## config.mk

```make
export PLATFORM = sky130hd
export DESIGN_NAME = ucie_phy_ctl
export DESIGN_NICKNAME = d
export VERILOG_FILES = /design/src/design/ucie_phy_pkg.sv /design/src/design/phy_event_if.sv /design/src/design/phy_event_decoder.sv /design/src/design/phy_link_fsm.sv /design/src/design/phy_rdi_encoder.sv /design/src/design/ucie_phy_ctl.sv
export SDC_FILE = /design/constraint.sdc
export NUM_CORES = 1
export LEC_CHECK = 0
export BUFFER_PORTS_ARGS = -buffer_cell sky130_fd_sc_hd__buf_4
export CAP_MARGIN = 20
export CORE_MARGIN = 10
export CORE_UTILIZATION = 53
export DETAILED_ROUTE_END_ITERATION = 12
export GPL_TIMING_DRIVEN = 1
export HOLD_SLACK_MARGIN = 0.12
export PLACE_DENSITY = 0.79
export SLEW_MARGIN = 40
export SYNTH_ARGS = -nofsm -noshare
export SYNTH_HDL_FRONTEND = slang
export SYNTH_SLANG_ARGS = --single-unit
```

## constraint.sdc

```tcl
create_clock -name i_clk -period 2.3 [get_ports i_clk]
set_input_delay 0.115 -clock i_clk [delete_from_list [all_inputs] [get_ports i_clk]]
set_output_delay 0.115 -clock i_clk [all_outputs]
set_load 0.01 [all_outputs]
```

## src/design/ucie_phy_pkg.sv

```systemverilog
package ucie_phy_pkg;

  // Link states of the PHY controller
  typedef enum logic [3:0] {
    RESET            = 4'd0,
    LINK_TRAINING    = 4'd1,
    WAIT_FOR_ADAPTER = 4'd2,
    REQ_ACTIVE       = 4'd3,
    RSP_ACTIVE       = 4'd4,
    ACTIVE           = 4'd5,
    RETRAIN_TX       = 4'd6,
    RETRAIN          = 4'd7,
    LINK_ERR_TX      = 4'd8,
    LINK_RST_TX      = 4'd9,
    LINK_RESET       = 4'd10,
    LINK_ERROR       = 4'd11
  } phy_state_e;

  // Sideband opcodes exchanged with the remote die
  typedef enum logic [3:0] {
    SB_IDLE        = 4'd0,
    SB_ACT_REQ     = 4'd1,
    SB_ACT_RSP     = 4'd2,
    SB_RETRAIN_REQ = 4'd3,
    SB_RETRAIN_RSP = 4'd4,
    SB_LNKERR_REQ  = 4'd5,
    SB_LNKERR_RSP  = 4'd6,
    SB_LNKRST_REQ  = 4'd7,
    SB_LNKRST_RSP  = 4'd8
  } sb_msg_e;

  // Adapter state codes, for both requests and status
  typedef enum logic [3:0] {
    RDI_RESET     = 4'd0,
    RDI_ACTIVE    = 4'd1,
    RDI_LINKRESET = 4'd9,
    RDI_LINKERROR = 4'd10,
    RDI_RETRAIN   = 4'd11
  } rdi_state_e;

  // Cycles spent in LINK_TRAINING or RETRAIN
  localparam int TRAIN_CYCLES = 4;
  // Cycles in a remotely caused LINK_ERROR or LINK_RESET
  localparam int TIMEOUT_CYCLES = 4;
  localparam int CNT_W = 3;

endpackage

```

## src/design/phy_event_if.sv

```systemverilog
`timescale 1ns/100ps

interface phy_event_if;
  import ucie_phy_pkg::*;

  logic    err_local;
  logic    err_remote;
  logic    rst_local;
  logic    rst_remote;
  logic    lp_active_req;
  logic    lp_retrain_req;
  logic    retrain_remote;
  sb_msg_e sb_msg;
  logic    err_flag;
  logic    rst_flag;
  // Back signal from the FSM, high in ACTIVE
  logic    clear_flags;

  modport decoder (
    output err_local, err_remote, rst_local, rst_remote,
    output lp_active_req, lp_retrain_req, retrain_remote,
    output sb_msg, err_flag, rst_flag
  );

  modport fsm (
    input err_local, err_remote, rst_local, rst_remote,
    input lp_active_req, lp_retrain_req, retrain_remote,
    input sb_msg, err_flag, rst_flag
  );

endinterface

```

## src/design/phy_event_decoder.sv

```systemverilog
`timescale 1ns/100ps

module phy_event_decoder (
  input  logic                    i_clk,
  input  logic                    i_rst_n,
  input  ucie_phy_pkg::rdi_state_e i_lp_state_req,
  input  logic                    i_lp_linkerror,
  input  logic                    i_phy_trainerror,
  input  logic                    i_phy_pl_error,
  input  ucie_phy_pkg::sb_msg_e   i_sb_msg_in,
  input  logic                    i_clear_flags,
  phy_event_if.decoder            o_ev
);
  import ucie_phy_pkg::*;

  logic err_flag_r;
  logic rst_flag_r;

  // Local requests from the adapter
  assign o_ev.err_local      = i_lp_linkerror | i_phy_trainerror;
  assign o_ev.rst_local      = (i_lp_state_req == RDI_LINKRESET);
  assign o_ev.lp_active_req  = (i_lp_state_req == RDI_ACTIVE);
  assign o_ev.lp_retrain_req = (i_lp_state_req == RDI_RETRAIN);

  // Requests from the remote die
  assign o_ev.err_remote     = (i_sb_msg_in == SB_LNKERR_REQ);
  assign o_ev.rst_remote     = (i_sb_msg_in == SB_LNKRST_REQ);
  assign o_ev.retrain_remote = i_phy_pl_error | (i_sb_msg_in == SB_RETRAIN_REQ);

  assign o_ev.sb_msg = i_sb_msg_in;

  // Remember whether error or reset started on this side
  always_ff @(posedge i_clk or negedge i_rst_n) begin
    if (!i_rst_n) begin
      err_flag_r <= 1'b0;
      rst_flag_r <= 1'b0;
    end else if (i_clear_flags) begin
      err_flag_r <= 1'b0;
      rst_flag_r <= 1'b0;
    end else if (o_ev.err_local) begin
      err_flag_r <= 1'b1;
    end else if (o_ev.rst_local) begin
      rst_flag_r <= 1'b1;
    end
  end

  assign o_ev.err_flag = err_flag_r;
  assign o_ev.rst_flag = rst_flag_r;

endmodule

```

## src/design/phy_link_fsm.sv

```systemverilog
`timescale 1ns/100ps

module phy_link_fsm (
  input  logic                    i_clk,
  input  logic                    i_rst_n,
  input  logic                    i_start_link_training,
  phy_event_if.fsm                i_ev,
  output logic                    o_clear_flags,
  output ucie_phy_pkg::phy_state_e o_state
);
  import ucie_phy_pkg::*;

  phy_state_e       state_r;
  phy_state_e       state_nxt;
  logic [CNT_W-1:0] cnt_r;
  logic             train_done;
  logic             timeout_done;

  // Error exits, items 1 and 2 of the priority
  logic             exit_err_hit;
  phy_state_e       exit_err_nxt;
  // Reset exits, items 3 and 4
  logic             exit_rst_hit;
  phy_state_e       exit_rst_nxt;

  assign train_done   = (cnt_r == CNT_W'(TRAIN_CYCLES - 1));
  assign timeout_done = (cnt_r == CNT_W'(TIMEOUT_CYCLES - 1));

  assign exit_err_hit = i_ev.err_local | i_ev.err_remote;
  assign exit_err_nxt = i_ev.err_local ? LINK_ERR_TX : LINK_ERROR;
  assign exit_rst_hit = i_ev.rst_local | i_ev.rst_remote;
  assign exit_rst_nxt = i_ev.rst_local ? LINK_RST_TX : LINK_RESET;

  always_comb begin
    state_nxt = state_r;
    case (state_r)
      LINK_ERR_TX: begin
        if (i_ev.sb_msg == SB_LNKERR_RSP) begin
          state_nxt = LINK_ERROR;
        end
      end
      LINK_RST_TX: begin
        if (i_ev.sb_msg == SB_LNKERR_RSP) begin
          state_nxt = LINK_ERROR;
        end else if (i_ev.sb_msg == SB_LNKRST_RSP) begin
          state_nxt = LINK_RESET;
        end
      end
      LINK_ERROR: begin
        // Local entry waits for the adapter, remote entry times out
        if (i_ev.err_flag ? i_ev.lp_active_req : timeout_done) begin
          state_nxt = RESET;
        end
      end
      LINK_RESET: begin
        if (exit_err_hit) begin
          state_nxt = exit_err_nxt;
        end else if (i_ev.rst_flag ? i_ev.lp_active_req : timeout_done) begin
          state_nxt = RESET;
        end
      end
      default: begin
        if (exit_err_hit) begin
          state_nxt = exit_err_nxt;
        end else if (exit_rst_hit) begin
          state_nxt = exit_rst_nxt;
        end else begin
          case (state_r)
            RESET: begin
              if (i_start_link_training) begin
                state_nxt = LINK_TRAINING;
              end
            end
            LINK_TRAINING, RETRAIN: begin
              if (train_done) begin
                state_nxt = WAIT_FOR_ADAPTER;
              end
            end
            WAIT_FOR_ADAPTER: begin
              if (i_ev.err_flag || i_ev.rst_flag) begin
                // Recovering from a local error or reset
                if (i_ev.sb_msg == SB_ACT_REQ) begin
                  state_nxt = ACTIVE;
                end
              end else if (i_ev.sb_msg == SB_ACT_REQ) begin
                state_nxt = RSP_ACTIVE;
              end else if (i_ev.lp_active_req) begin
                state_nxt = REQ_ACTIVE;
              end
            end
            REQ_ACTIVE: begin
              if (i_ev.sb_msg == SB_ACT_RSP) begin
                state_nxt = ACTIVE;
              end
            end
            RSP_ACTIVE: begin
              if (i_ev.lp_active_req) begin
                state_nxt = ACTIVE;
              end
            end
            ACTIVE: begin
              if (i_ev.lp_retrain_req) begin
                state_nxt = RETRAIN_TX;
              end else if (i_ev.retrain_remote) begin
                state_nxt = RETRAIN;
              end
            end
            RETRAIN_TX: begin
              if (i_ev.sb_msg == SB_RETRAIN_RSP) begin
                state_nxt = RETRAIN;
              end
            end
            default: begin
              state_nxt = RESET;
            end
          endcase
        end
      end
    endcase
  end

  always_ff @(posedge i_clk or negedge i_rst_n) begin
    if (!i_rst_n) begin
      state_r <= RESET;
    end else begin
      state_r <= state_nxt;
    end
  end

  // Cycles in the current state, restarts on every change
  always_ff @(posedge i_clk or negedge i_rst_n) begin
    if (!i_rst_n) begin
      cnt_r <= '0;
    end else if (state_nxt != state_r) begin
      cnt_r <= '0;
    end else if (cnt_r != '1) begin
      cnt_r <= cnt_r + 1'b1;
    end
  end

  assign o_clear_flags = (state_r == ACTIVE);
  assign o_state       = state_r;

endmodule

```

## src/design/phy_rdi_encoder.sv

```systemverilog
`timescale 1ns/100ps

module phy_rdi_encoder (
  input  ucie_phy_pkg::phy_state_e i_state,
  output ucie_phy_pkg::rdi_state_e o_pl_state_sts,
  output logic                     o_pl_phyinrecenter,
  output logic                     o_pl_inband_pres,
  output logic                     o_rdi_enable,
  output ucie_phy_pkg::sb_msg_e    o_sb_msg_out
);
  import ucie_phy_pkg::*;

  always_comb begin
    // RESET row unless the state says otherwise
    o_pl_state_sts     = RDI_RESET;
    o_pl_phyinrecenter = 1'b0;
    o_pl_inband_pres   = 1'b0;
    o_rdi_enable       = 1'b0;
    o_sb_msg_out       = SB_IDLE;
    case (i_state)
      LINK_TRAINING: begin
        o_pl_phyinrecenter = 1'b1;
      end
      WAIT_FOR_ADAPTER, RSP_ACTIVE: begin
        o_pl_inband_pres = 1'b1;
      end
      REQ_ACTIVE: begin
        o_pl_inband_pres = 1'b1;
        o_sb_msg_out     = SB_ACT_REQ;
      end
      ACTIVE: begin
        o_pl_state_sts   = RDI_ACTIVE;
        o_pl_inband_pres = 1'b1;
        o_rdi_enable     = 1'b1;
        o_sb_msg_out     = SB_ACT_RSP;
      end
      RETRAIN_TX: begin
        o_pl_state_sts   = RDI_ACTIVE;
        o_pl_inband_pres = 1'b1;
        o_rdi_enable     = 1'b1;
        o_sb_msg_out     = SB_RETRAIN_REQ;
      end
      RETRAIN: begin
        o_pl_state_sts     = RDI_RETRAIN;
        o_pl_phyinrecenter = 1'b1;
      end
      // Link still up while the request goes out
      LINK_ERR_TX: begin
        o_pl_state_sts = RDI_ACTIVE;
        o_rdi_enable   = 1'b1;
        o_sb_msg_out   = SB_LNKERR_REQ;
      end
      LINK_RST_TX: begin
        o_pl_state_sts = RDI_ACTIVE;
        o_rdi_enable   = 1'b1;
        o_sb_msg_out   = SB_LNKRST_REQ;
      end
      LINK_RESET: begin
        o_pl_state_sts = RDI_LINKRESET;
        o_sb_msg_out   = SB_LNKRST_RSP;
      end
      LINK_ERROR: begin
        o_pl_state_sts = RDI_LINKERROR;
        o_sb_msg_out   = SB_LNKERR_RSP;
      end
      default: begin
      end
    endcase
  end

endmodule

```

## src/design/ucie_phy_ctl.sv

```systemverilog
`timescale 1ns/100ps

module ucie_phy_ctl (
  input  logic       i_clk,
  input  logic       i_rst_n,
  input  logic [3:0] i_lp_state_req,
  input  logic       i_lp_linkerror,
  input  logic [3:0] i_sb_msg_in,
  input  logic       i_start_link_training,
  input  logic       i_phy_trainerror,
  input  logic       i_phy_pl_error,
  output logic [3:0] o_pl_state_sts,
  output logic       o_pl_phyinrecenter,
  output logic       o_pl_inband_pres,
  output logic       o_rdi_enable,
  output logic [3:0] o_sb_msg_out
);
  import ucie_phy_pkg::*;

  phy_state_e state;
  rdi_state_e pl_state_sts;
  sb_msg_e    sb_msg_out;

  phy_event_if ev ();

  // Decode stage
  phy_event_decoder u_decoder (
    .i_clk            (i_clk),
    .i_rst_n          (i_rst_n),
    .i_lp_state_req   (rdi_state_e'(i_lp_state_req)),
    .i_lp_linkerror   (i_lp_linkerror),
    .i_phy_trainerror (i_phy_trainerror),
    .i_phy_pl_error   (i_phy_pl_error),
    .i_sb_msg_in      (sb_msg_e'(i_sb_msg_in)),
    .i_clear_flags    (ev.clear_flags),
    .o_ev             (ev.decoder)
  );

  // State stage
  phy_link_fsm u_fsm (
    .i_clk                 (i_clk),
    .i_rst_n               (i_rst_n),
    .i_start_link_training (i_start_link_training),
    .i_ev                  (ev.fsm),
    .o_clear_flags         (ev.clear_flags),
    .o_state               (state)
  );

  // Encode stage
  phy_rdi_encoder u_encoder (
    .i_state            (state),
    .o_pl_state_sts     (pl_state_sts),
    .o_pl_phyinrecenter (o_pl_phyinrecenter),
    .o_pl_inband_pres   (o_pl_inband_pres),
    .o_rdi_enable       (o_rdi_enable),
    .o_sb_msg_out       (sb_msg_out)
  );

  assign o_pl_state_sts = pl_state_sts;
  assign o_sb_msg_out   = sb_msg_out;

endmodule

```

==> reports/results.tsv, run 1 <==
stage	metric	value	unit
global_route	antenna_found_initial	0	
logic_synthesis	synth.top_cells.by_area	dfrtp_1, nor2_1, o21ai_0	
sta	setup_viol	0	
logic_synthesis	synth_fp_nets	162	
power_and_ir_drop	pwr-share-comb	0.666	
worst_setup_path	reg2regPathDepth	10	
logic_synthesis	async_flop_share	1.00	
layout	n_fill_cell	150	
worst_setup_path	crit_path_start_kind	flop	
logic_synthesis	yosysMostFrequentCell	nor2_1	
clocking	clock_latency	0.26	ns
logic_synthesis	syn_area	0.00108	mm2
sta	tightest_slew	0.729	ns
drt	wl_per_cell	16.5	um
worst_setup_path	critical_path_arrival	2.42	ns
sta	finalMaxSlewViolations	0	
status	outcome	complete, no violations	
clocking	clkTransAtPathRegs	0.06	ns
clocking	cts_buffer_depth	2	
clocking	cts-root-buf	clkbuf_4	
drt	drt_iter0_drc	80	
sta	layout_min_cycle_time	2.24	ns
drt	drc	0	
clocking	cts_num_sinks	9	
placed_design	post-place-ws	0.0431	ns
drt	first_pass_iters	4	
power_and_ir_drop	finalPower	0.00104	W
power_and_ir_drop	p_clk_frac	0.116	
worst_setup_path	required	2.48	ns
layout	finalNonFillerCells	201	
run	drv_cap	0	
logic_synthesis	yosysSeqAreaShare	0.209	
placed_design	dpl.cell_count	193	
drt	wl	3310	um
global_route	grt_usage	0.148	
layout	syn_to_final_growth	35.8	%
clocking	numCtsBuffers	3	
logic_synthesis	syn_inst	145	
logic_synthesis	synth_area_leader_cell	dfrtp_1	
logic_synthesis	ys_ff_latch	9	
logic_synthesis	yosys_warnings	0	
layout	multi_input_area	871	um2
logic_synthesis	synth.distinct_cells	46	
floorplanning	initial_utilization	0.554	
power_and_ir_drop	p_sw_frac	0.436	
drt	viasPerCell	6.07	
global_route	grt_pass1_vias	1160	
power_and_ir_drop	p_sw	0.000454	W
clocking	htree_levels	1	
global_route	grt_overflow	0	
floorplanning	die_x	65.1	um
logic_synthesis	avgSynthCellArea	7.42	um2
global_route	grt_max_degree	19	
layout	drive_above_1_share	0.310	
placed_design	io_buffers	23	
sta	hold_viol	0	
placed_design	globalplace.congestion	0.885	
global_route	grt_pass1_wl	5200	um
logic_synthesis	ys.flop_type	dfrtp_1	
sta	clock_skew	0.00320	ns
power_and_ir_drop	p_int	0.000587	W
power_and_ir_drop	p_seq_frac	0.218	
floorplanning	die_area	0.00423	mm2
clocking	tritoncts	done	
placed_design	hpwl	2440	um
drt	via_count	1221	
floorplanning	placementRows	16	
floorplanning	die_h	65.1	um
logic_synthesis	synth_edf_count	0	
floorplanning	ioPinCount	25	
sta	holdWs	0.206	ns
sta	period_share	0.974	
layout	ff_latch_area	225	um2
layout	insertedDiodeCount	0	
hold_path	min_path_type	in -> async	
worst_setup_path	crit_type	reg -> reg	
logic_synthesis	yosys-top-cells-count	nor2_1, o21ai_0, dfrtp_1, nand2_1	
sta	layout_setup_ws	0.0587	ns
worst_setup_path	end_kind	flop	
power_and_ir_drop	ir_worst_vdd	778	uV
logic_synthesis	synth_top_area_frac	0.209	
worst_setup_path	cp_max_fo	3	
floorplanning	core-area	0.00194	mm2
drt	ant_nets	0	
layout	final_nets	192	
power_and_ir_drop	p_leak	0.583	nW
sta	relSlewSlack	0.508	
sta	fmax	0.446	GHz
power_and_ir_drop	power_density	713	mW/mm2
-- routing by layer --
metal  share of wire  global-route usage  vias up
met2            0.49               0.261       45
met4           0.021              0.0722        0
met3           0.072              0.0326       10
met5               0                   0        -
li1                -                   -      596
met1            0.41               0.163      570
-- flip-flops by register name, indices dropped and copies added (netlist names) --
| name | cells |
|---|---|
| u_fsm.o_state | 4 |
| u_fsm.cnt_r | 3 |
| u_decoder.o_ev.err_flag | 1 |
| u_decoder.o_ev.rst_flag | 1 |
-- worst max-delay path: stages, from the launching register on --
cell and delay (ns):
dfrtp_1 0.36, ha_2 0.20, ha_2 0.18, nor2b_2 0.15, a211oi_1 0.06, buf_4 0.16, o31ai_4 0.27, nor2b_1 0.18
o21ai_0 0.14, a31o_4 0.30, nor3_2 0.16
-- through the flow --
| step | util | instance area (um2) | setup TNS, ns |
|---|---|---|---|
| after global routing | 0.753 | 1460 | -0.243 |
| final | 0.753 | 1460 | 0 |
| after global placement | 0.677 | 1310 | 0 |
| after floorplan | - | 1080 | 0 |
| after CTS | 0.706 | 1370 | 0 |
| after detailed placement | 0.677 | 1310 | 0 |
-- worst paths after layout --
kind	to	slack, ns	from
hold reg to reg	u_fsm.o_state[2]	0.52	u_fsm.o_state[3]
setup / recovery	u_fsm.cnt_r[1]	0.06	u_fsm.cnt_r[0]
min in group i_clk	u_decoder.o_ev.rst_flag	0.22	i_phy_trainerror
hold / removal	u_fsm.o_state[3]	0.21	i_rst_n
max in group asynchronous	u_decoder.o_ev.err_flag	1.96	i_rst_n
setup reg to reg	u_fsm.cnt_r[1]	0.06	u_fsm.cnt_r[0]
-- layout make-up --
cell class	count	share of cell area
well taps	27	0.0231
multi-input cells	122	0.596
clock buffers	4	0.0180
inverters	2	0.00514
flip-flops and latches	9	0.154
repair buffers	37	0.204
-- repair_timing --
action | 4_1_cts | 5_1_grt
hold endpoints to repair | 10 | 0
hold buffers | 3 | 0
buffers inserted | 0 | 1
endpoints found under the setup margin | 0 | 3
resized for setup | 0 | 15
-- cell families after synthesis --
logic type / synth area share
fa+ha+maj: 0.0349
xor+xnor: 0.0326
other cells: 0.00349
simple gates: 0.391
compound gates: 0.242
mux: 0.0279
buf+inv: 0.0593
flops: 0.209
-- cells in the final DEF, fill, tap and decap left out, types with 2 or more instances in the layout --
master          n
nand2_1         9
o22ai_1         2
a21oi_1         8
dfrtp_1         9
nand3b_1        3
inv_1           2
nor3b_1         4
clkbuf_4        3
mux2i_1         3
nor2_1         17
a211oi_1        4
o21ai_0        11
dlygate4sd3_1   3
nor3_1          3
nand2b_1        5
a21o_1          2
nor4bb_2        2
nand3_1         2
ha_2            2
buf_4          33
nor4b_2         3
nor4b_1         3
and2_1          2
nor3_2          3
xor2_1          2
nor2b_1         6
-- power by group through the flow --
stage | Clock, W | Combinational (W) | Sequential [W]
floorplan | 0 | 0.000374 | 0.000222
global placement | 0 | 0.000563 | 0.000224
detailed placement | 0 | 0.000583 | 0.000226
CTS | 0.000127 | 0.000586 | 0.000224
global route | 0.000138 | 0.000765 | 0.000229
finish | 0.000120 | 0.000694 | 0.000227
(Power assumes the default switching activity.)
==> run 2, diff against run 1 <==
--- a/config.mk
+++ b/config.mk
@@ -6,12 +6,13 @@
 export NUM_CORES = 1
 export LEC_CHECK = 0
-export BUFFER_PORTS_ARGS = -buffer_cell sky130_fd_sc_hd__buf_4
 export CAP_MARGIN = 20
 export CORE_MARGIN = 10
-export CORE_UTILIZATION = 53
+export CORE_UTILIZATION = 62
+export CTS_CLUSTER_SIZE = 12
 export DETAILED_ROUTE_END_ITERATION = 12
+export DONT_BUFFER_PORTS = 1
 export GPL_TIMING_DRIVEN = 1
 export HOLD_SLACK_MARGIN = 0.12
-export PLACE_DENSITY = 0.79
+export PLACE_DENSITY = 0.78
 export SLEW_MARGIN = 40
 export SYNTH_ARGS = -nofsm -noshare
==> constraint.sdc (replaced) <==
create_clock -name i_clk -period 2.3 [get_ports i_clk]
set_input_delay 0.115 -clock i_clk [delete_from_list [all_inputs] [get_ports i_clk]]
set_output_delay 0.115 -clock i_clk [all_outputs]
set_load 0.005 [all_outputs]
==> run 2 against run 1 <==
Net effect: power down 11%; register-to-register slack improved by 0.03 ns; global-route usage rose by 2.6 points; via count fell by 2.9%; clock skew is 0.0012 ns lower; combinational power is 21% lower; flip-flop and latch count stayed put; critical path type unchanged; critical endpoint is now u_fsm.cnt_r[0].
==> reports/results.tsv, run 2 (synthesis gave the netlist of run 1 again) <==
stage	metric	value	unit
status	outcome	complete, no violations	
power_and_ir_drop	power_density	708	mW/mm2
power_and_ir_drop	p_leak	0.482	nW
power_and_ir_drop	finalPower	0.000923	W
sta	layout_min_cycle_time	2.21	ns
global_route	grt_pass1_wl	5150	um
sta	finalMaxSlewViolations	0	
clocking	htree_levels	1	
layout	final_area	0.00130	mm2
worst_setup_path	reg2reg_from	u_fsm.o_state[0]	
drt	wl_per_cell	18.9	um
worst_setup_path	path_cells	nor4b_4 -> or3b_1 -> nand4_1 -> nor3_2 -> or3_1 -> a31o_1 -> nor3_1	
floorplanning	die_h	61.7	um
layout	final_common_cell	nor2_1	
clocking	cts-root-buf	clkbuf_4	
worst_setup_path	slowest_stage	dfrtp_1	
placed_design	globalplace.congestion	0.907	
layout	largest_reg_flops	4	
layout	drive_above_1_share	0.195	
sta	fmax	0.452	GHz
floorplanning	die_area	0.00380	mm2
hold_path	min_path_type	in -> reg	
worst_setup_path	critical_path_arrival	2.39	ns
sta	relSlewSlack	0.604	
placed_design	hpwl	2340	um
sta	hold_viol	0	
power_and_ir_drop	ir_worst_vdd	487	uV
worst_setup_path	crit_path_start	u_fsm.o_state[0]	
drt	first_pass_iters	4	
worst_setup_path	end_kind	flop	
worst_setup_path	path_buf_inv	0	
worst_setup_path	cp_max_fo	3	
layout	layout_common_cells	nor2_1, o21ai_0, buf_4, nand2_1	
global_route	grt_max_degree	18	
layout	final_nets	172	
clocking	clkTransAtPathRegs	0.06	ns
worst_setup_path	cp_top_family	simple AND/OR/NAND/NOR gates	
sta	holdWs	0.161	ns
worst_setup_path	crit_type	reg -> reg	
worst_setup_path	max_stage_delay	0.44	ns
worst_setup_path	endpoint	u_fsm.cnt_r[0]	
clocking	tritoncts	done	
sta	clock_skew	0.00205	ns
placed_design	place_area	0.00112	mm2
drt	drc	0	
clocking	cts_num_sinks	9	
global_route	grt_usage	0.174	
floorplanning	initial_utilization	0.683	
global_route	grt_pass1_vias	1085	
clocking	numCtsBuffers	3	
floorplanning	ioPinCount	25	
worst_setup_path	worstReg2RegEnd	u_fsm.cnt_r[0]	
floorplanning	die_x	61.7	um
layout	postLayoutCoreUtil	0.826	
sta	fin_tns_setup	0	ns
worst_setup_path	reg2regPathDepth	7	
drt	via_count	1186	
drt	viasPerCell	6.98	
worst_setup_path	worst-path-stages	7	
global_route	grt_overflow	0	
drt	drt_iter0_drc	127	
worst_setup_path	r2r_slack	0.09	ns
drt	wl	3210	um
run	drv_cap	0	
layout	insertedDiodeCount	0	
worst_setup_path	required	2.48	ns
clocking	cts_buffer_depth	2	
placed_design	io_buffers	0	
sta	period_share	0.963	
sta	setup_viol	0	
floorplanning	placementRows	14	
drt	ant_nets	0	
sta	tightest_slew	0.586	ns
worst_setup_path	crit_path_start_kind	flop	
layout	syn_to_final_growth	21.0	%
global_route	antenna_found_initial	0	
clocking	clock_latency	0.26	ns
floorplanning	core-area	0.00158	mm2
run 2: cell types whose count changed in the layout (fill, tap and decap cells not counted), sizes merged:
cell	before	now
dlygate4sd3	3	5
buf	34	12
run 2: metal layers:
metal | part of all wire | GRT usage
met1 | 0.40 | 0.220
met4 | 0.018 | 0.0478
met2 | 0.48 | 0.287
met3 | 0.099 | 0.0432
met5 | 0 | 0
run 2: tightest hold or removal path, stage by stage:
cell and delay [ns]:
nor3_1 0.05, o21ai_0 0.11, o21ai_0 0.10
run 2: how the worst min path moves through the flow:
stage | from | end | slack [ns] | cells after the start
after CTS | i_lp_linkerror | u_fsm.o_state[0] | 0.15 | 3
after global routing | i_sb_msg_in[3] | u_fsm.o_state[2] | 0.20 | 3
after global placement | i_rst_n | u_fsm.cnt_r[2] | -0.18 | 0
after floorplan | i_rst_n | u_decoder.o_ev.err_flag | -0.18 | 0
final | i_lp_linkerror | u_fsm.o_state[0] | 0.16 | 3
after detailed placement | i_rst_n | u_fsm.cnt_r[1] | -0.18 | 0
run 2: repair_timing:
action,4_1_cts,5_1_grt
buffers inserted,0,1
endpoints found under the setup margin,0,3
gates resized for setup,0,18
hold endpoints to repair,12,0
hold buffers,5,0
run 2: final cells by class:
class	count	area, um2
Clock buffer	4	26.3
Fill cell	100	274
Inverter	2	7.51
Sequential cell	9	226
Multi-Input combinational cell	122	875
Timing Repair Buffer	17	148
Tap cell	16	20.0
run 2: power breakdown:
group          switching (W)  leakage [nW]  internal (W)
Clock              0.0000540        0.0150     0.0000668
Combinational       0.000294         0.359      0.000254
Sequential         0.0000569         0.108      0.000197
Total               0.000405         0.482      0.000518
run 2: metrics by stage:
| stage | instances | worst slack [ns] |
|---|---|---|
| global placement | 160 | 0.0549 |
| detailed placement | 160 | 0.0350 |
| CTS | 169 | 0.0117 |
| finish | 170 | 0.0858 |
| floorplan | 145 | 0.250 |
| global route | 170 | -0.0149 |
